## src/logic/locator_pkg.sv

```systemverilog
`default_nettype none

package locator_pkg;

    // one color or chroma sample
    localparam int COLOR_WIDTH = 8;

    // raster coordinate widths
    // horizontal covers up to 2048 columns
    localparam int H_WIDTH = 11;
    // vertical covers up to 1024 lines
    localparam int V_WIDTH = 10;

    // single 8-bit channel sample
    typedef logic [COLOR_WIDTH-1:0] color_t;

    // column index within the raster
    typedef logic [H_WIDTH-1:0] hcoord_t;

    // line index within the raster
    typedef logic [V_WIDTH-1:0] vcoord_t;

    // overlay display opcode
    // camera passes the pixel through untouched
    // mask shows detect0 on red and detect1 on blue
    // magenta paints detect1 pixels over the camera image
    // 2'b11 is unused and falls back to camera
    typedef enum logic [1:0] {
        MODE_CAMERA  = 2'b00,
        MODE_MASK    = 2'b01,
        MODE_MAGENTA = 2'b10
    } display_mode_e;

endpackage

`default_nettype wire

```

## src/logic/pixel_raster_if.sv

```systemverilog
`default_nettype none

// raster position bundle shared between pipeline stages
interface pixel_raster_if;

    // current column and line
    locator_pkg::hcoord_t hcount;
    locator_pkg::vcoord_t vcount;

    // high inside the visible area
    logic active;

    // single-cycle pulse at the first blanking pixel after the last line
    logic new_frame;

    // the stage that produces this position
    modport source(output hcount, output vcount, output active, output new_frame);

    // the stages that consume it
    modport sink(input hcount, input vcount, input active, input new_frame);

endinterface

`default_nettype wire

```

## src/logic/raster_timing.sv

```systemverilog
`default_nettype none

module raster_timing #(
    parameter int H_ACTIVE = 1280,
    parameter int V_ACTIVE = 720,
    parameter int H_TOTAL  = 1650,
    parameter int V_TOTAL  = 750
) (
    input wire             clk_pixel,
    input wire             sys_rst_pixel,
    pixel_raster_if.source raster
);

    // last column and last line of the whole raster, blanking included
    localparam locator_pkg::hcoord_t H_LAST = locator_pkg::hcoord_t'(H_TOTAL - 1);
    localparam locator_pkg::vcoord_t V_LAST = locator_pkg::vcoord_t'(V_TOTAL - 1);

    // first position past the visible area on each axis
    localparam locator_pkg::hcoord_t H_END = locator_pkg::hcoord_t'(H_ACTIVE);
    localparam locator_pkg::vcoord_t V_END = locator_pkg::vcoord_t'(V_ACTIVE);

    locator_pkg::hcoord_t h_count;
    locator_pkg::vcoord_t v_count;
    locator_pkg::hcoord_t h_next;
    locator_pkg::vcoord_t v_next;
    logic                 nf_next;
    logic                 new_frame_q;

    // next scan position
    // line advances only when the column wraps
    always_comb begin
        h_next = h_count + 1'b1;
        v_next = v_count;
        if (h_count == H_LAST) begin
            h_next = '0;
            v_next = (v_count == V_LAST) ? '0 : v_count + 1'b1;
        end
        // flag the first blanking pixel after the last visible line
        nf_next = (h_next == H_END) && (v_next == V_END);
    end

    always_ff @(posedge clk_pixel) begin
        if (sys_rst_pixel) begin
            h_count     <= '0;
            v_count     <= '0;
            new_frame_q <= 1'b0;
        end else begin
            h_count     <= h_next;
            v_count     <= v_next;
            // registered so the pulse lines up with the counters
            new_frame_q <= nf_next;
        end
    end

    assign raster.hcount    = h_count;
    assign raster.vcount    = v_count;
    // visible area decoded straight from the counters
    assign raster.active    = (h_count < H_END) && (v_count < V_END);
    assign raster.new_frame = new_frame_q;

endmodule

`default_nettype wire

```

## src/logic/chroma_threshold.sv

```systemverilog
`default_nettype none

module chroma_threshold (
    input wire                   clk_pixel,
    input wire                   sys_rst_pixel,
    pixel_raster_if.sink         raster_in,
    input wire locator_pkg::color_t cr,
    input wire locator_pkg::color_t cb,
    input wire locator_pkg::color_t lower_bound,
    input wire locator_pkg::color_t upper_bound,
    pixel_raster_if.source       raster_out,
    output logic                 detect0,
    output logic                 detect1
);

    // inclusive window test shared by both chroma channels
    function automatic logic in_window(input locator_pkg::color_t sample,
                                       input locator_pkg::color_t lo,
                                       input locator_pkg::color_t hi);
        return (sample >= lo) && (sample <= hi);
    endfunction

    locator_pkg::hcoord_t hcount_d1;
    locator_pkg::vcoord_t vcount_d1;
    logic                 active_d1;
    logic                 new_frame_d1;

    // coordinates ride along with the detect bits
    // so both consumers see them on the same cycle
    always_ff @(posedge clk_pixel) begin
        hcount_d1 <= raster_in.hcount;
        vcount_d1 <= raster_in.vcount;
    end

    always_ff @(posedge clk_pixel) begin
        if (sys_rst_pixel) begin
            active_d1    <= 1'b0;
            new_frame_d1 <= 1'b0;
            detect0      <= 1'b0;
            detect1      <= 1'b0;
        end else begin
            active_d1    <= raster_in.active;
            new_frame_d1 <= raster_in.new_frame;
            // cr window marks detect0
            detect0      <= raster_in.active && in_window(cr, lower_bound, upper_bound);
            // cb window marks detect1, the bit the tracker follows
            detect1      <= raster_in.active && in_window(cb, lower_bound, upper_bound);
        end
    end

    // one-cycle delayed raster for the tracker and the overlay
    assign raster_out.hcount    = hcount_d1;
    assign raster_out.vcount    = vcount_d1;
    assign raster_out.active    = active_d1;
    assign raster_out.new_frame = new_frame_d1;

endmodule

`default_nettype wire

```

## src/logic/centroid_tracker.sv

```systemverilog
`default_nettype none

module centroid_tracker #(
    parameter int H_ACTIVE = 1280,
    parameter int V_ACTIVE = 720
) (
    input wire                   clk_pixel,
    input wire                   sys_rst_pixel,
    pixel_raster_if.sink         raster,
    input wire                   detect1,
    output locator_pkg::hcoord_t x_com,
    output locator_pkg::vcoord_t y_com,
    output logic                 com_valid
);

    // worst case is every visible pixel lit
    localparam longint AREA   = longint'(H_ACTIVE) * longint'(V_ACTIVE);
    localparam int     CNT_W  = $clog2(AREA + 1);
    localparam int     XSUM_W = $clog2(AREA * H_ACTIVE + 1);
    localparam int     YSUM_W = $clog2(AREA * V_ACTIVE + 1);
    localparam int     SUM_W  = (XSUM_W > YSUM_W) ? XSUM_W : YSUM_W;
    // room for the count shifted up by the widest quotient
    localparam int     DIV_W  = SUM_W + locator_pkg::H_WIDTH;
    localparam int     BIT_W  = $clog2(locator_pkg::H_WIDTH);

    localparam logic [BIT_W-1:0] H_MSB = BIT_W'(locator_pkg::H_WIDTH - 1);
    localparam logic [BIT_W-1:0] V_MSB = BIT_W'(locator_pkg::V_WIDTH - 1);

    typedef enum logic [1:0] {
        IDLE,
        DIV_X,
        DIV_Y
    } div_state_e;

    div_state_e           state;
    logic [XSUM_W-1:0]    x_acc;
    logic [YSUM_W-1:0]    y_acc;
    logic [CNT_W-1:0]     cnt_acc;
    logic [YSUM_W-1:0]    y_snap;
    logic [CNT_W-1:0]     cnt_snap;
    logic [SUM_W-1:0]     rem;
    logic [SUM_W-1:0]     rem_left;
    logic [DIV_W-1:0]     rem_wide;
    logic [DIV_W-1:0]     den_shift;
    logic [BIT_W-1:0]     bit_idx;
    logic                 fits;
    logic                 start_div;
    locator_pkg::hcoord_t x_quo;
    locator_pkg::vcoord_t y_quo;

    // empty frames never reach the divider
    assign start_div = raster.new_frame && (cnt_acc != '0);

    // per-frame sums of lit coordinates
    always_ff @(posedge clk_pixel) begin
        if (sys_rst_pixel) begin
            x_acc   <= '0;
            y_acc   <= '0;
            cnt_acc <= '0;
        end else if (raster.new_frame) begin
            // snapshot happens on this same edge
            x_acc   <= '0;
            y_acc   <= '0;
            cnt_acc <= '0;
        end else if (raster.active && detect1) begin
            x_acc   <= x_acc + XSUM_W'(raster.hcount);
            y_acc   <= y_acc + YSUM_W'(raster.vcount);
            cnt_acc <= cnt_acc + 1'b1;
        end
    end

    // restoring step, divisor shifted to the current quotient bit
    always_comb begin
        den_shift = DIV_W'(cnt_snap) << bit_idx;
        rem_wide  = DIV_W'(rem);
        fits      = rem_wide >= den_shift;
        rem_left  = fits ? SUM_W'(rem_wide - den_shift) : rem;
    end

    // divider datapath
    always_ff @(posedge clk_pixel) begin
        if (start_div) begin
            rem      <= SUM_W'(x_acc);
            y_snap   <= y_acc;
            cnt_snap <= cnt_acc;
        end else if (state == DIV_X) begin
            x_quo <= {x_quo[locator_pkg::H_WIDTH-2:0], fits};
            // y sum takes over once the last x bit is out
            rem   <= (bit_idx == '0) ? SUM_W'(y_snap) : rem_left;
        end else if (state == DIV_Y) begin
            y_quo <= {y_quo[locator_pkg::V_WIDTH-2:0], fits};
            rem   <= rem_left;
        end
    end

    // divider control, one quotient bit per cycle msb first
    always_ff @(posedge clk_pixel) begin
        if (sys_rst_pixel) begin
            state     <= IDLE;
            bit_idx   <= '0;
            x_com     <= '0;
            y_com     <= '0;
            com_valid <= 1'b0;
        end else begin
            com_valid <= 1'b0;
            if (start_div) begin
                state   <= DIV_X;
                bit_idx <= H_MSB;
            end else begin
                case (state)
                    DIV_X: begin
                        bit_idx <= bit_idx - 1'b1;
                        if (bit_idx == '0) begin
                            state   <= DIV_Y;
                            bit_idx <= V_MSB;
                        end
                    end
                    DIV_Y: begin
                        bit_idx <= bit_idx - 1'b1;
                        if (bit_idx == '0) begin
                            state     <= IDLE;
                            x_com     <= x_quo;
                            y_com     <= {y_quo[locator_pkg::V_WIDTH-2:0], fits};
                            com_valid <= 1'b1;
                        end
                    end
                    default: begin
                        state <= IDLE;
                    end
                endcase
            end
        end
    end

endmodule

`default_nettype wire

```

## src/logic/overlay_mux.sv

```systemverilog
`default_nettype none

module overlay_mux (
    input wire                          clk_pixel,
    input wire                          sys_rst_pixel,
    pixel_raster_if.sink                raster,
    input wire                          detect0,
    input wire                          detect1,
    input wire locator_pkg::color_t     cam_red,
    input wire locator_pkg::color_t     cam_green,
    input wire locator_pkg::color_t     cam_blue,
    input wire locator_pkg::display_mode_e mode,
    input wire                          crosshair_on,
    input wire locator_pkg::hcoord_t    x_com,
    input wire locator_pkg::vcoord_t    y_com,
    output locator_pkg::color_t         out_red,
    output locator_pkg::color_t         out_green,
    output locator_pkg::color_t         out_blue,
    output logic                        out_active
);

    locator_pkg::color_t cam_red_d1;
    locator_pkg::color_t cam_green_d1;
    locator_pkg::color_t cam_blue_d1;
    locator_pkg::color_t mix_red;
    locator_pkg::color_t mix_green;
    locator_pkg::color_t mix_blue;
    logic                on_cross;

    // camera pixel catches up with the thresholder delay
    always_ff @(posedge clk_pixel) begin
        cam_red_d1   <= cam_red;
        cam_green_d1 <= cam_green;
        cam_blue_d1  <= cam_blue;
    end

    always_comb begin
        mix_red   = cam_red_d1;
        mix_green = cam_green_d1;
        mix_blue  = cam_blue_d1;
        case (mode)
            locator_pkg::MODE_MASK: begin
                mix_red   = detect0 ? '1 : '0;
                mix_green = '0;
                mix_blue  = detect1 ? '1 : '0;
            end
            locator_pkg::MODE_MAGENTA: begin
                // only cb hits get painted
                if (detect1) begin
                    mix_red   = '1;
                    mix_green = '0;
                    mix_blue  = '1;
                end
            end
            default: begin
                // camera and the spare code keep the delayed camera pixel
            end
        endcase
        // crosshair sits on top of every mode
        on_cross = crosshair_on && ((raster.hcount == x_com) || (raster.vcount == y_com));
        if (on_cross) begin
            mix_red   = '1;
            mix_green = '1;
            mix_blue  = '1;
        end
        // blanking stays black
        if (!raster.active) begin
            mix_red   = '0;
            mix_green = '0;
            mix_blue  = '0;
        end
    end

    always_ff @(posedge clk_pixel) begin
        if (sys_rst_pixel) begin
            out_red    <= '0;
            out_green  <= '0;
            out_blue   <= '0;
            out_active <= 1'b0;
        end else begin
            out_red    <= mix_red;
            out_green  <= mix_green;
            out_blue   <= mix_blue;
            out_active <= raster.active;
        end
    end

endmodule

`default_nettype wire

```

## src/logic/led_locator_top.sv

```systemverilog
`default_nettype none

module led_locator_top #(
    parameter int H_ACTIVE = 1280,
    parameter int V_ACTIVE = 720,
    parameter int H_TOTAL  = 1650,
    parameter int V_TOTAL  = 750
) (
    input wire                             clk_pixel,
    input wire                             sys_rst_pixel,
    // camera sample for the current hcount and vcount
    input wire locator_pkg::color_t        cam_red,
    input wire locator_pkg::color_t        cam_green,
    input wire locator_pkg::color_t        cam_blue,
    input wire locator_pkg::color_t        cam_cr,
    input wire locator_pkg::color_t        cam_cb,
    // threshold window, shared by cr and cb
    input wire locator_pkg::color_t        lower_bound,
    input wire locator_pkg::color_t        upper_bound,
    input wire locator_pkg::display_mode_e mode,
    input wire                             crosshair_on,
    // current raster position
    output locator_pkg::hcoord_t           hcount,
    output locator_pkg::vcoord_t           vcount,
    output logic                           active,
    // composed pixel, two cycles behind the raster
    output locator_pkg::color_t            out_red,
    output locator_pkg::color_t            out_green,
    output locator_pkg::color_t            out_blue,
    output logic                           out_active,
    // centroid of the cb detections
    output locator_pkg::hcoord_t           x_com,
    output locator_pkg::vcoord_t           y_com,
    output logic                           com_valid
);

    logic detect0;
    logic detect1;

    // raster as generated, and one cycle later
    pixel_raster_if raster_now ();
    pixel_raster_if raster_d1 ();

    raster_timing #(
        .H_ACTIVE(H_ACTIVE),
        .V_ACTIVE(V_ACTIVE),
        .H_TOTAL (H_TOTAL),
        .V_TOTAL (V_TOTAL)
    ) u_raster_timing (
        .clk_pixel    (clk_pixel),
        .sys_rst_pixel(sys_rst_pixel),
        .raster       (raster_now)
    );

    chroma_threshold u_chroma_threshold (
        .clk_pixel    (clk_pixel),
        .sys_rst_pixel(sys_rst_pixel),
        .raster_in    (raster_now),
        .cr           (cam_cr),
        .cb           (cam_cb),
        .lower_bound  (lower_bound),
        .upper_bound  (upper_bound),
        .raster_out   (raster_d1),
        .detect0      (detect0),
        .detect1      (detect1)
    );

    centroid_tracker #(
        .H_ACTIVE(H_ACTIVE),
        .V_ACTIVE(V_ACTIVE)
    ) u_centroid_tracker (
        .clk_pixel    (clk_pixel),
        .sys_rst_pixel(sys_rst_pixel),
        .raster       (raster_d1),
        .detect1      (detect1),
        .x_com        (x_com),
        .y_com        (y_com),
        .com_valid    (com_valid)
    );

    overlay_mux u_overlay_mux (
        .clk_pixel    (clk_pixel),
        .sys_rst_pixel(sys_rst_pixel),
        .raster       (raster_d1),
        .detect0      (detect0),
        .detect1      (detect1),
        .cam_red      (cam_red),
        .cam_green    (cam_green),
        .cam_blue     (cam_blue),
        .mode         (mode),
        .crosshair_on (crosshair_on),
        .x_com        (x_com),
        .y_com        (y_com),
        .out_red      (out_red),
        .out_green    (out_green),
        .out_blue     (out_blue),
        .out_active   (out_active)
    );

    // the pixel source looks up its sample from these
    assign hcount = raster_now.hcount;
    assign vcount = raster_now.vcount;
    assign active = raster_now.active;

endmodule

`default_nettype wire

```

## config.mk

```make
export PLATFORM = sky130hd
export DESIGN_NAME = led_locator_top
export DESIGN_NICKNAME = d
export VERILOG_FILES = /design/src/logic/locator_pkg.sv /design/src/logic/pixel_raster_if.sv /design/src/logic/raster_timing.sv /design/src/logic/chroma_threshold.sv /design/src/logic/centroid_tracker.sv /design/src/logic/overlay_mux.sv /design/src/logic/led_locator_top.sv
export SDC_FILE = /design/constraint.sdc
export NUM_CORES = 1
export LEC_CHECK = 0
export ABC_AREA = 1
export BUFFER_PORTS_ARGS = -buffer_cell sky130_fd_sc_hd__buf_2
export CAP_MARGIN = 10
export CORE_ASPECT_RATIO = 0.8
export CORE_UTILIZATION = 55
export DETAILED_ROUTE_END_ITERATION = 8
export GPL_TIMING_DRIVEN = 0
export PLACE_DENSITY_LB_ADDON = 0.3
export SYNTH_ARGS = -nofsm -noshare
export SYNTH_HDL_FRONTEND = slang
export SYNTH_SLANG_ARGS = --single-unit
```

## constraint.sdc

```tcl
create_clock -name clk_pixel -period 4.4 [get_ports clk_pixel]
set_input_delay 0.44 -clock clk_pixel [delete_from_list [all_inputs] [get_ports clk_pixel]]
set_output_delay 0.44 -clock clk_pixel [all_outputs]
set_load 0.005 [all_outputs]
```

## Word-level counts from Yosys, hierarchy flattened

Index checks and enable logic that the tools add are counted.

| word-level totals | value |
|---|---|
| flip-flop bits (word level) | 306 |
| output and inout port bits | 69 |
| logic and storage cells | 114 |

| operators by class | value |
|---|---|
| reduce and logical (&&, ||, !) cells | 23 |
| bitwise operators | 4 |
| equal/unequal tests | 14 |
| add/sub/neg operators | 7 |
| order comparisons | 7 |
| mux-type cells | 27 |
| shift operators | 1 |

Operators with widths:

| operator | count |
|---|---|
| $mux W31 | 5 |
| $mux W8 | 8 |
| $pmux W8 S2 | 3 |
| $ge A31 B42 Y1 | 1 |
| $shl A20 B4 Y42 | 1 |
| $add A31 B11 Y31 | 1 |
| $sub A31 B31 Y31 | 1 |
| $add A30 B10 Y30 | 1 |
| $eq A11 B11 Y1 const B | 2 |
| $add A20 B1 Y20 const B | 1 |
| $eq A10 B10 Y1 const B | 2 |
| $mux W10 | 2 |
| $reduce_bool A20 Y1 | 1 |
| $ge A8 B8 Y1 | 2 |
| $le A8 B8 Y1 | 2 |
| $add A11 B1 Y11 const B | 1 |
| $eq A11 B11 Y1 | 1 |
| $lt A11 B11 Y1 const B | 1 |
| $mux W11 | 1 |
| $add A10 B1 Y10 const B | 1 |
| $eq A10 B10 Y1 | 1 |
| $lt A10 B10 Y1 const B | 1 |
| $logic_and A1 B1 Y1 | 9 |
| $mux W4 | 2 |
| other kinds (20) | 32 |

## Longest topological paths before layout

| logic depth | value |
|---|---|
| depth in word-level cells | 6 |
| depth in mapped cells | 27 |
| gate-level depth less buffers | 25 |

## Modules after synthesis

A second synthesis with hierarchy kept.

| second synthesis, totals | value |
|---|---|
| cell total of the unflattened synthesis | 2,440 |
| area, all modules | 17,593.1 um^2 |

Modules (own cells, without submodules):

| module | cells each | area each (um^2) | times used | seq. area each (um^2) |
|---|---|---|---|---|
| centroid_tracker | 1,862 | 13,082.5 | 1 | 5,215.0 |
| overlay_mux | 207 | 1,826.8 | 1 | 980.9 |
| raster_timing | 210 | 1,348.8 | 1 | 440.4 |
| chroma_threshold | 161 | 1,335.0 | 1 | 500.5 |

## Worst setup path before layout

OpenSTA, ideal clock, no wires.

| timing | value |
|---|---|
| path kind | register -> register |
| start | reg u_centroid_tracker.cnt_acc[0] |
| end | reg u_centroid_tracker.x_quo[0], enable pin |
| data arrival time | 3,092 ps |
| buffers on the path | 1 |
| period minus slack after synthesis | 3,527 ps |
| slack | 873 ps |
| stages on the path, launching flop included | 10 |
| cells stage by stage | dfxtp_1 inv_1 ha_1 nand3_1 nor2_1 nand4_1 nand2_1 clkinv_1 clkbuf_1 nor2_1 |

| on the way | value |
|---|---|
| longest elaborated chain between the ends | 4 |

RTL lines:

| item | RTL line | RTL |
|---|---|---|
| from (decl) | centroid_tracker.sv:38 | `logic [CNT_W-1:0] cnt_acc;` |
| from (signal assigned) | centroid_tracker.sv:68 | `cnt_acc <= cnt_acc + 1'b1;` |
| $reduce_bool A20 Y1 | centroid_tracker.sv:52 | `assign start_div = raster.new_frame && (cnt_acc != '0);` |
| $logic_and A1 B1 Y1 | centroid_tracker.sv:52 |  |
| named net u_centroid_tracker.start_div | centroid_tracker.sv:47 | `logic start_div;` |
| $not A1 Y1 (no line) | - |  |
| $reduce_and A2 Y1 (no line) | - |  |
| to (signal assigned) | centroid_tracker.sv:87 | `x_quo <= {x_quo[locator_pkg::H_WIDTH-2:0], fits};` |
| to (decl) | centroid_tracker.sv:48 | `locator_pkg::hcoord_t x_quo;` |

The timed path passes the listed nets, and every way through them passes these cells.
A chain may end at the register's enable or synchronous reset.

## Worst setup path after layout

| timing | value |
|---|---|
| start | reg u_centroid_tracker.bit_idx[2] |
| end | reg u_centroid_tracker.rem[29], data pin |

| on the way | value |
|---|---|
| longest elaborated chain between the ends | 6 |
| elaborated cells on any way between the ends | 9 |

RTL lines:

| item | RTL line | RTL |
|---|---|---|
| from (decl) | centroid_tracker.sv:45 | `logic [BIT_W-1:0] bit_idx;` |
| from (signal assigned) | centroid_tracker.sv:112 | `bit_idx <= bit_idx - 1'b1;` |
| from (signal assigned) | centroid_tracker.sv:119 | `bit_idx <= bit_idx - 1'b1;` |
| $shl A20 B4 Y42 * | centroid_tracker.sv:74 | `den_shift = DIV_W'(cnt_snap) << bit_idx;` |
| $ge A31 B42 Y1 * | centroid_tracker.sv:76 | `fits = rem_wide >= den_shift;` |
| named net u_centroid_tracker.fits | centroid_tracker.sv:46 | `logic fits;` |
| $mux W31 * | centroid_tracker.sv:77 | `rem_left = fits ? SUM_W'(rem_wide - den_shift) : rem;` |
| $mux W31, on equally long branches | centroid_tracker.sv:90, centroid_tracker.sv:89 |  |
| $mux W31 * | centroid_tracker.sv:86 | `end else if (state == DIV_X) begin` |
| $mux W31 * | centroid_tracker.sv:82 | `if (start_div) begin` |
| to (signal assigned) | centroid_tracker.sv:83 | `rem <= SUM_W'(x_acc);` |
| to (signal assigned) | centroid_tracker.sv:89 | `rem <= (bit_idx == '0) ? SUM_W'(y_snap) : rem_left;` |
| to (signal assigned) | centroid_tracker.sv:92 | `rem <= rem_left;` |
| to (decl) | centroid_tracker.sv:41 | `logic [SUM_W-1:0] rem;` |

Mark *: on every way through the listed nets, which the timed path passes. The rest lies on a longest branch. The select of a mux whose other input is x is not followed.

==> reports/qor.csv <==
metric,value,unit
ios,130,
period_share,94.80,%
crit_start,u_centroid_tracker.bit_idx[2],
wire_per_inst,17.92,um
endpoint_kind,register,
final.setup.worst_slack,0.2289,ns
cts_tree,yes,
crit_path_top_delay_cell,o21ai_0,
path_buf_inv,5,
fill_cells,2656,
io_buffers,129,
synth_edf_count,101,
cp_max_fo,11,
area_growth,14.45,%
r2r_start,u_centroid_tracker.bit_idx[2],
syn_inst,2340,
startpoint_type,register,
worst_r2r_path_depth,21,
drive_gt1_share,10.43,%
worst_pin_slew,1.156,ns
clockBufferDepth,3,
die_w,200.0,um
nets,2686,
core,30600,um2
overflow,0,
ys_top_cells_by_count,"nand2_1 (569), inv_1 (268), nor2_1 (264)",
routed_via_density,5.567,
synth_top_area_share,23.80,%
synth_warnings,0,
crit_type,register to register,
syn_area_per_cell,7.370,um2
rsz0062_at_grt,false,
max_freq,239.7,MHz
p_per_area,298.7,nW/um2
seq_area,7137,um2
critPathArrivalTime,4.50,ns
synthArstFlopShare,0,%
final_util,64.51,%
r2r-end,u_centroid_tracker.rem[29],
hold_class,primary input to register,
crit_top_cell,nand2_1,
drc_errors,0,
critPathMaxStageDelay,0.43,ns
fin_crit,4.171,ns
fp-row-count,57,
clockRootBuffer,clkbuf_16,
htree_num_levels,1,
relSlewSlack,22.62,%
numCtsBuffers,30,
critPathTopFamily,simple AND/OR/NAND/NOR gates,
finalHoldViolCount,0,
vdd_drop_max,0.3336,mV
maxSlewViolCount,0,
yosysMostFrequentCell,nand2_1,
instances_no_fill,2963,
syn_nets,2499,
path_depth,21,
ys_types,45,
antenna_found_initial,0,
grtUsageTotal,33.05,%
antenna_cells,0,
die_y,160.4,um
crit_chain,clkbuf_1 -> clkbuf_2 -> clkbuf_1 -> o21ai_0 -> o21ai_0 -> ha_1 -> nand2_1 -> inv_1 -> nand2_1 -> nand2_1 -> nand2_1 -> nand3_1 -> nand2_1 -> nand3b_2 -> nand2_2 -> nand2_4 -> buf_6 -> nand2_1 -> nand3_1 -> nand2_1 -> nand2_1,
drtIter0Drc,1463,
ys_ff_latch,306,
start_util,56.37,%
vias,16500,
multi_input_area,8778,um2
r2r_slack,0.23,ns
wl,53110,um
required,4.73,ns
cts.clk_slew.worst_paths,0.07,ns
synth_area_leaders,"dfxtp_1 (24%), edfxtp_1 (18%), nand2_1 (12%)",
setup_violations,0,
clock_skew,0.03293,ns
synth_area,17250,um2
synth_sequential_area_ratio,41.38,%
p_leak,8.957,nW
grt_pass1_wl,82010,um
cts_sinks,306,
outcome,finished clean,
cap_violations,0,
yosys.area.top_type,dfxtp_1,
power,0.005896,W
dpl.hpwl,40370,um
die_area,32070,um2
dp_cells,2883,
worstSetupEndpoint,u_centroid_tracker.rem[29],
gp_congestion,0.9917,
timing.hold.ws,0.2409,ns
dp_slack,0.2686,ns
clk_latency,0.60,ns
grt_max_degree,32,
synth-main-ff-cell,dfxtp_1,
antenna_left,0,
first_global_vias,15310,
firstDrtPassIters,6,
==> worst min path at each step <==
stage	from	end	slack [ns]	cells after the start
2_1_floorplan	u_raster_timing.raster.vcount[7]	u_chroma_threshold.raster_out.vcount[7]	0.38	0
6_report	sys_rst_pixel	u_chroma_threshold.raster_out.active	0.24	2
4_1_cts	sys_rst_pixel	u_chroma_threshold.raster_out.active	0.24	2
5_1_grt	sys_rst_pixel	u_chroma_threshold.raster_out.active	0.24	2
3_3_place_gp	u_raster_timing.raster.vcount[9]	u_chroma_threshold.raster_out.vcount[9]	0.40	0
3_5_place_dp	u_raster_timing.raster.vcount[9]	u_chroma_threshold.raster_out.vcount[9]	0.40	0
==> final cells by class <==
| class | count | area share (%) |
|---|---|---|
| plain buffers | 66 | 1.623 |
| clock buffers | 40 | 4.457 |
| clock inverters | 15 | 0.6466 |
| inverters | 276 | 5.249 |
| multi-input cells | 1691 | 44.48 |
| flip-flops and latches | 306 | 36.16 |
| well taps | 413 | 2.618 |
| repair buffers | 156 | 4.767 |
==> state kept, by name, summed over array words and instances (netlist names), 10 cells and up <==
signal	count
u_chroma_threshold.raster_out.vcount	10
u_centroid_tracker.x_acc	31
u_raster_timing.raster.vcount	10
u_centroid_tracker.y_acc	30
u_centroid_tracker.x_quo	11
u_centroid_tracker.cnt_snap	20
u_centroid_tracker.x_com	11
u_centroid_tracker.cnt_acc	20
u_centroid_tracker.rem	31
u_centroid_tracker.y_snap	30
u_chroma_threshold.raster_out.hcount	11
u_centroid_tracker.y_com	10
u_raster_timing.raster.hcount	11
==> cell usage in the layout (no fill, tap or decap), types with 5 or more instances in the layout <==
| cell type | count |
|---|---|
| nand2_2 | 8 |
| nand2_1 | 569 |
| xor2_1 | 47 |
| nand3b_1 | 8 |
| o21ai_0 | 144 |
| nor4_1 | 15 |
| xnor2_1 | 8 |
| nor2_1 | 262 |
| nand4_1 | 42 |
| nor2_2 | 8 |
| dlygate4sd3_1 | 24 |
| clkbuf_8 | 7 |
| nor3_1 | 28 |
| dfxtp_1 | 205 |
| nand3_1 | 174 |
| o22ai_1 | 8 |
| a21oi_1 | 173 |
| buf_2 | 145 |
| inv_1 | 268 |
| ha_1 | 95 |
| inv_2 | 6 |
| a31oi_1 | 14 |
| o21a_1 | 5 |
| o21bai_1 | 15 |
| clkbuf_1 | 41 |
| edfxtp_1 | 101 |
| buf_6 | 6 |
| o21ai_1 | 8 |
| clkbuf_16 | 31 |
| or2_2 | 15 |
==> routing by layer <==
layer  share of wire, %  GRT usage [%]  wire (um)  up-vias
met1                 44          47.05      23600     7581
met2                 44          51.12      23250      704
met5                  0              0          0        -
met4                3.1          9.924       1651        0
met3                8.7          5.733       4601      102
li1                   -              -          -     8109
==> cell families after synthesis <==
| family | after synthesis | share of synthesized area [%] |
|---|---|---|
| compound gates | 385 | 11.92 |
| xor+xnor | 55 | 2.793 |
| fa+ha+maj | 98 | 7.241 |
| buf+inv | 343 | 7.858 |
| flops | 306 | 41.38 |
| mux | 4 | 0.2322 |
| simple gates | 1149 | 28.57 |
==> what timing repair did <==
action	CTS	global route
endpoints found under the hold margin	24	0
setup buffers	0	1
resized for setup	0	12
hold buffers	24	0
setup endpoints to repair	0	31
==> power breakdown <==
group	switching (W)	internal (W)	total, W
clock	0.00117	0.00142	0.00259
sequential	0.0000331	0.00294	0.00297
combinational	0.000200	0.000128	0.000328
==> through the flow <==
stage               setup TNS, ns  instance area [um2]
floorplan                       0                17250
detailed placement              0                18430
CTS                             0                19680
global placement           -7.186                18410
finish                          0                19740
global route                    0                19740
(Power assumes the default switching activity.)
